`src/hdl/nn_config.svh`:
```
`ifndef NN_CONFIG_SVH
`define NN_CONFIG_SVH

// Width of an activation, a weight, a sum and a score.
`define NN_WIDTH 16

// Activations per sample.
`define NN_INPUTS 15

// Class 0 weights, word 14 first and word 0 last.
// In decimal, words 0 to 14 are 29, -22, 6, -2, 64, -15, 25, -5, 18, 61, -39, 7, -36, 7, 32.
`define NN_WEIGHTS0 { \
	16'h0020, 16'h0007, 16'hFFDC, 16'h0007, 16'hFFD9, \
	16'h003D, 16'h0012, 16'hFFFB, 16'h0019, 16'hFFF1, \
	16'h0040, 16'hFFFE, 16'h0006, 16'hFFEA, 16'h001D \
}

`define NN_BIAS0 16'h000D

// Class 1 weights, in the same order.
// In decimal, words 0 to 14 are -17, 31, -8, 12, -40, 22, -9, 14, -26, 5, 44, -3, 28, -11, -19.
`define NN_WEIGHTS1 { \
	16'hFFED, 16'hFFF5, 16'h001C, 16'hFFFD, 16'h002C, \
	16'h0005, 16'hFFE6, 16'h000E, 16'hFFF7, 16'h0016, \
	16'hFFD8, 16'h000C, 16'hFFF8, 16'h001F, 16'hFFEF \
}

// Bias of class 1 is -7.
`define NN_BIAS1 16'hFFF9

`endif
```
`src/hdl/nnPkg.sv`:
```
`default_nettype none

`include "nn_config.svh"

package nnPkg;

	// One activation in two's complement.
	typedef logic signed [`NN_WIDTH-1:0] actT;

	// All activations of one sample, with element 0 in the low word.
	typedef actT [`NN_INPUTS-1:0] actVecT;

	// A neuron output. The ReLU keeps it non-negative, so it is treated as unsigned.
	typedef logic [`NN_WIDTH-1:0] scoreT;

	// Index of the winning class.
	typedef logic classT;

endpackage

`default_nettype wire

```
`src/hdl/nnClassifier.sv`:
```
`timescale 1ns/10ps
`default_nettype none

`include "nn_config.svh"

module nnClassifier (
	input logic clk,
	input logic reset,
	input logic inValid,
	input nnPkg::actVecT acts,
	output logic outValid,
	output nnPkg::classT classIdx,
	output nnPkg::scoreT score,
	output nnPkg::scoreT margin
);

	import nnPkg::*;

	logic node0Valid;
	logic node1Valid;
	scoreT node0Score;
	scoreT node1Score;

	// Both neurons see the same sample in the same cycle.
	reluNode #(
		.WEIGHTS(`NN_WEIGHTS0),
		.BIAS(`NN_BIAS0)
	) u_node0 (
		.clk(clk),
		.reset(reset),
		.inValid(inValid),
		.acts(acts),
		.outValid(node0Valid),
		.score(node0Score)
	);

	reluNode #(
		.WEIGHTS(`NN_WEIGHTS1),
		.BIAS(`NN_BIAS1)
	) u_node1 (
		.clk(clk),
		.reset(reset),
		.inValid(inValid),
		.acts(acts),
		.outValid(node1Valid),
		.score(node1Score)
	);

	// Neuron 0 paces the selector. The strobe of neuron 1 is only checked.
	classSelect u_select (
		.clk(clk),
		.reset(reset),
		.inValid(node0Valid),
		.score0(node0Score),
		.score1(node1Score),
		.checkValid(node1Valid),
		.outValid(outValid),
		.classIdx(classIdx),
		.score(score),
		.margin(margin)
	);

endmodule

`default_nettype wire

```
`src/hdl/classSelect.sv`:
```
`timescale 1ns/10ps
`default_nettype none

module classSelect (
	input logic clk,
	input logic reset,
	input logic inValid,
	input nnPkg::scoreT score0,
	input nnPkg::scoreT score1,
	input logic checkValid,
	output logic outValid,
	output nnPkg::classT classIdx,
	output nnPkg::scoreT score,
	output nnPkg::scoreT margin
);

	import nnPkg::*;

	classT pick;
	scoreT winScore;
	scoreT loseScore;

	// Class 1 must be strictly greater, so a tie goes to class 0.
	always_comb
	begin
		pick = score1 > score0;
		if (pick)
		begin
			winScore = score1;
			loseScore = score0;
		end
		else
		begin
			winScore = score0;
			loseScore = score1;
		end
	end

	always_ff @(posedge clk)
	begin
		if (reset)
		begin
			outValid <= 1'b0;
		end
		else
		begin
			outValid <= inValid;
		end
	end

	// The result registers load only on a strobe and hold in between.
	always_ff @(posedge clk)
	begin
		if (reset)
		begin
			classIdx <= '0;
			score <= '0;
			margin <= '0;
		end
		else if (inValid)
		begin
			classIdx <= pick;
			score <= winScore;
			margin <= winScore - loseScore;
		end
	end

	// Both neurons share one pipeline depth, so their strobes must line up.
	strobesAligned: assert property (
		@(posedge clk) disable iff (reset)
		checkValid == inValid
	)
	else
		$error("classSelect: neuron strobes differ");

endmodule

`default_nettype wire

```
`src/hdl/reluNode.sv`:
```
`timescale 1ns/10ps
`default_nettype none

`include "nn_config.svh"

module reluNode #(
	parameter logic [`NN_INPUTS*`NN_WIDTH-1:0] WEIGHTS = `NN_WEIGHTS0,
	parameter logic [`NN_WIDTH-1:0] BIAS = `NN_BIAS0
) (
	input logic clk,
	input logic reset,
	input logic inValid,
	input nnPkg::actVecT acts,
	output logic outValid,
	output nnPkg::scoreT score
);

	import nnPkg::*;

	// Bit 0 follows the input register, bit 1 the sum register and bit 2 the ReLU register.
	logic [2:0] validPipe;

	actVecT actsReg;

	// Each product keeps only its low 16 bits, the same as the sum that adds them.
	actT prods [`NN_INPUTS];

	logic [`NN_WIDTH-1:0] sumNext;
	logic [`NN_WIDTH-1:0] sumReg;

	// The strobe moves along beside the data, so several samples can be in flight.
	always_ff @(posedge clk)
	begin
		if (reset)
		begin
			validPipe <= '0;
		end
		else
		begin
			validPipe <= {validPipe[1:0], inValid};
		end
	end

	assign outValid = validPipe[2];

	// Stage 1 captures the activations.
	always_ff @(posedge clk)
	begin
		if (reset)
		begin
			actsReg <= '0;
		end
		else if (inValid)
		begin
			actsReg <= acts;
		end
	end

	genvar g;
	generate
		for (g = 0; g < `NN_INPUTS; g++)
		begin : genProd
			assign prods[g] = actsReg[g] * WEIGHTS[g*`NN_WIDTH +: `NN_WIDTH];
		end
	endgenerate

	// The sum starts from the bias and wraps around.
	always_comb
	begin
		sumNext = BIAS;
		for (int i = 0; i < `NN_INPUTS; i++)
		begin
			sumNext = sumNext + prods[i];
		end
	end

	// Stage 2 holds the weighted sum.
	always_ff @(posedge clk)
	begin
		if (reset)
		begin
			sumReg <= '0;
		end
		else if (validPipe[0])
		begin
			sumReg <= sumNext;
		end
	end

	// Stage 3 is the ReLU. A sum with the sign bit set gives zero.
	always_ff @(posedge clk)
	begin
		if (reset)
		begin
			score <= '0;
		end
		else if (validPipe[1])
		begin
			if (sumReg[`NN_WIDTH-1])
			begin
				score <= '0;
			end
			else
			begin
				score <= sumReg;
			end
		end
	end

	scoreNonNegative: assert property (
		@(posedge clk) disable iff (reset)
		!score[`NN_WIDTH-1]
	)
	else
		$error("reluNode: score has its sign bit set");

	// Every strobe in comes out exactly three cycles later.
	latencyIn: assert property (
		@(posedge clk) disable iff (reset)
		inValid |-> ##3 outValid
	)
	else
		$error("reluNode: outValid missing three cycles after inValid");

	// And no strobe comes out without one three cycles earlier.
	latencyOut: assert property (
		@(posedge clk) disable iff (reset)
		outValid |-> $past(inValid, 3)
	)
	else
		$error("reluNode: outValid without inValid three cycles before");

endmodule

`default_nettype wire

```
`config.mk`:
```
export PLATFORM = sky130hd
export DESIGN_NAME = nnClassifier
export DESIGN_NICKNAME = d
export VERILOG_FILES = /design/src/hdl/nnPkg.sv /design/src/hdl/nnClassifier.sv /design/src/hdl/classSelect.sv /design/src/hdl/reluNode.sv
export VERILOG_INCLUDE_DIRS = /design/src /design/src/hdl
export SDC_FILE = /design/constraint.sdc
export NUM_CORES = 2
export LEC_CHECK = 0
export BUFFER_PORTS_ARGS = -buffer_cell sky130_fd_sc_hd__buf_2
export CORE_MARGIN = 2
export CORE_UTILIZATION = 28
export DETAILED_ROUTE_END_ITERATION = 8
export GPL_TIMING_DRIVEN = 0
export MAX_ROUTING_LAYER = met4
export PLACE_DENSITY = 0.41
export SLEW_MARGIN = 20
export SYNTH_ARGS = -nofsm -noshare
export SYNTH_HDL_FRONTEND = slang
export SYNTH_SLANG_ARGS = --single-unit
```
`constraint.sdc`:
```
create_clock -name clk -period 25.7 [get_ports clk]
set_input_delay 1.285 -clock clk [delete_from_list [all_inputs] [get_ports clk]]
set_output_delay 1.285 -clock clk [all_outputs]
set_load 0.01 [all_outputs]
```
==> results list <==
- For this run, the total global-route usage over all layers was measured as 0.215.
- Overall die area: 192,000 um^2
* Final instance area: 59,000 um^2
* Number of global-route vias before repair: 37.6k
- Number of cells traversed by the worst register-to-register path: 40
- The clock passes through at most 3 buffers.
- For this run, design rule violations remaining after detail routing come to 0.
- The largest individual stage delay along the critical path comes from the cell dfxtp_1.
- At the worst endpoint, the arrival time is 13.09 ns.
- Height of the die: 438 um
- Once the clock tree was built, the setup fixing pass inserted 0 buffers.
* Capturing element type of the critical path: flop
- Summing every instance area after synthesis gives 52,700 um^2.
* CTS Root Cell: clkbuf_16
* Final period utilization: 0.489
- Once detail routing completed, the nets flagged for antenna violations numbered 0.
* Final wirelength: 195 mm
- The complex-gate fraction of the synthesized area was 0.0423.
- The clock drives 330 sinks.
- The first global-routing pass estimated 281 mm of wire.
- Flop2flop setup slack: 13.12 ns
- Final-report max-slew violation count: 0
- Fin util: 0.315
* Post-synth EDFFs: 0
- TritonCTS clock tree: built
* Layout cell share with drive strength beyond 1: 0.0709
- Following the worst setup path forward leads to its endpoint at u_node0.sumReg[15].
- XOR/XNOR share of the synthesized area: 0.0666
* Async set or reset register ratio after synthesis: 0
- Mapped Avg Cell Area: 10.1 um^2
- Fill cells in the final layout number 19.7k.
- Setup repair after global routing left no endpoint under its margin.
* Max-cap check violation count: 0
- Worst-case clock skew: 0.0274 ns
- Avg Vias per Cell: 4.25
- The run finished with clean final reports.
- Routability cong.: 0.900
- Simple-gate portion of the synthesized area: 0.0464
- In this run the worst hold path is classified as reg -> reg.
- # nets final: 7,513
* Post-DP HPWL: 174 mm
* Launch instance of the worst register-to-register path: u_node1.actsReg[48]
- Portion of the post-synthesis area used by sequential elements: 0.125
- In the final layout, the multi-input gates occupy 40,100 um^2.
- Counting stages on the worst path, the most repeated cell is fa_1.
- Starting Density: 0.281
- Number of clock buffers inserted by TritonCTS: 48
* Port bufs: 266
- The library cells used most frequently in the layout, excluding fill and tap cells, are inv_1 (1,514), fa_1 (1,017), ha_1 (706).
- Rel. slew slack: 0.250
- Post-CTS repair changed the size of 0 cells.
- Number of synthesis warnings: 0
* Standard-cell row count: 159
* Synthesized-area fraction occupied by adder cells: 0.554
- Ranked by total cell area, the synthesized netlist is headed by fa_1 (39%), ha_1 (17%), dfxtp_1 (13%).
* Required arrival time at the worst endpoint: 26.21 ns
- Multiplexer area fraction after synthesis: 0.0511
* Netlist cell types: 62
- Entering global routing, the biggest net connects 14 pins.
- In the final timing run, aggregate negative setup slack is 0 ns.
- The biggest area contributor in the post-synthesis netlist is fa_1.
* Setup crit start kind: flop
- Post-detailed-route wirelength per cell: 24.2 um
* Final Setup Violations: 0
* Critical path fanouts, max: 8
* Crit. Startpoint: u_node1.actsReg[48]
- Area occupied by registers: 6610 um^2
* Ports: 277
- Antenna violations before repair: 8
- For this run, the leading register cell type out of synthesis is dfxtp_1.
* Nets in the synthesized netlist: 7,190
* Total number of vias: 34.4k
- The count of final hold-check violations came to 0.
- Share of the synthesized area in the top cell type: 0.386
* Area after DPL: 57,400 um^2
* Actual transition at the worst max-transition pin: 1.12 ns
- For the worst-skew pair, the clock arrives at the later sink with an insertion delay of 0.67 ns.
- Pre-Repair DR Iteration Count: 5
* Global route overflow: 0
- Delay of the slowest cell on the worst path: 0.91 ns
- In the synthesized netlist, the number of instances is 5,224.
- In this run, post-CTS hold repair placed 0 buffers.
- Detailed router's first-iteration violation count: 1,574
* RR Endpoint: u_node0.sumReg[15]
- Width of the chip: 438 um
- Fmax: 0.0795 GHz
- Leaving out fill and tap cells, the most frequent cell in the layout is inv_1.
- The critical path is of the reg -> reg type.
- Clk slew on worst S/H paths: 0.06 ns
- Area added between synthesis and finish: 11.9%
- Number of register bits inferred by synthesis: 330
* Htree depth: 2
- The clock period could shrink to 12.58 ns.
- Core area: 187,000 um^2
- Combinational family with the most area after synthesis: adder cells
## Yosys cell counts (5+ instances only)
library cell	instances
nand2b_1	20
clkbuf_1	52
and3_1	8
a21oi_1	120
fa_1	1017
nor3b_1	6
ha_1	706
o21bai_1	39
inv_1	1514
a21boi_0	7
o21ai_0	43
dfxtp_1	330
a311oi_1	15
nor2b_1	39
o41ai_1	6
nand4_1	9
or3_1	5
xnor2_1	324
a21o_1	25
a2bb2oi_1	19
xor2_1	69
mux2i_1	269
nor3_1	15
or2_2	5
nor2_1	386
nand3_1	14
a22o_1	5
a211oi_1	8
nand2_1	46
o21a_1	12
buf_1	30
## worst min path at each step
stage	start	cells past startpoint	end	slack [ns]
after global routing	u_select.margin[5]	1	u_select.margin[5]	0.50
after global placement	u_select.margin[15]	2	u_select.margin[15]	0.45
after floorplan	u_node1.sumReg[11]	2	u_node1.score[11]	0.45
final	u_select.margin[15]	2	u_select.margin[15]	0.47
after detailed placement	u_select.margin[15]	2	u_select.margin[15]	0.46
after CTS	u_select.margin[15]	2	u_select.margin[15]	0.47
## registers in the layout (all words and copies together), names as in the netlist
signal,count
u_select.outValid,1
u_node1.actsReg,107
u_select.classIdx,1
u_node1.score,15
u_node0.score,15
u_node0.actsReg,125
u_node1.sumReg,16
u_select.margin,16
u_node0.sumReg,16
u_node0.validPipe,3
u_select.score,15
## metal layers
layer | up-vias | share of wire | global-route usage
met3 | 142 | 0.022 | 0.0144
li1 | 16400 | - | -
met5 | - | 0 | -
met2 | 462 | 0.52 | 0.378
met4 | 0 | 0.032 | 0.0594
met1 | 17400 | 0.43 | 0.266
## final cells by class
cell class,count,area share
flip-flops and latches,330,0.112
plain buffers,86,0.00618
repair buffers,273,0.0256
well taps,2495,0.0529
clock buffers,65,0.0232
multi-input cells,3294,0.680
diodes,2,0.0000849
clock inverters,21,0.00373
inverters,1514,0.0964
## cell families after synthesis
family / Yosys count
adder cells (fa/ha/maj): 1723
buffers and inverters: 1600
AND/OR/NAND/NOR: 565
XOR/XNOR: 396
AO/OA/AOI/OAI: 340
flip-flops: 330
multiplexers: 269
other: 1
## per-stage QoR
stage	instances	hold WS, ns	worst slack, ns
global placement	7985	0.449	12.63
floorplan	5224	0.454	14.90
finish	8080	0.467	13.12
global route	8079	0.497	12.57
detailed placement	7992	0.458	13.09
CTS	8078	0.471	13.04
## critical path: cells and delay by family, from the launching register on
kind | cells | cell delay, ns
adders and majority gates | 17 | 7.41
xor gates and xnor gates | 4 | 1.37
AOI/OAI and AO/OA | 9 | 2.14
DFF | 1 | 0.91
buffers and inverters | 10 | 0.57
Power is not shown: default switching activity piles up to over one toggle a cycle in this logic, so the estimate is an artifact.
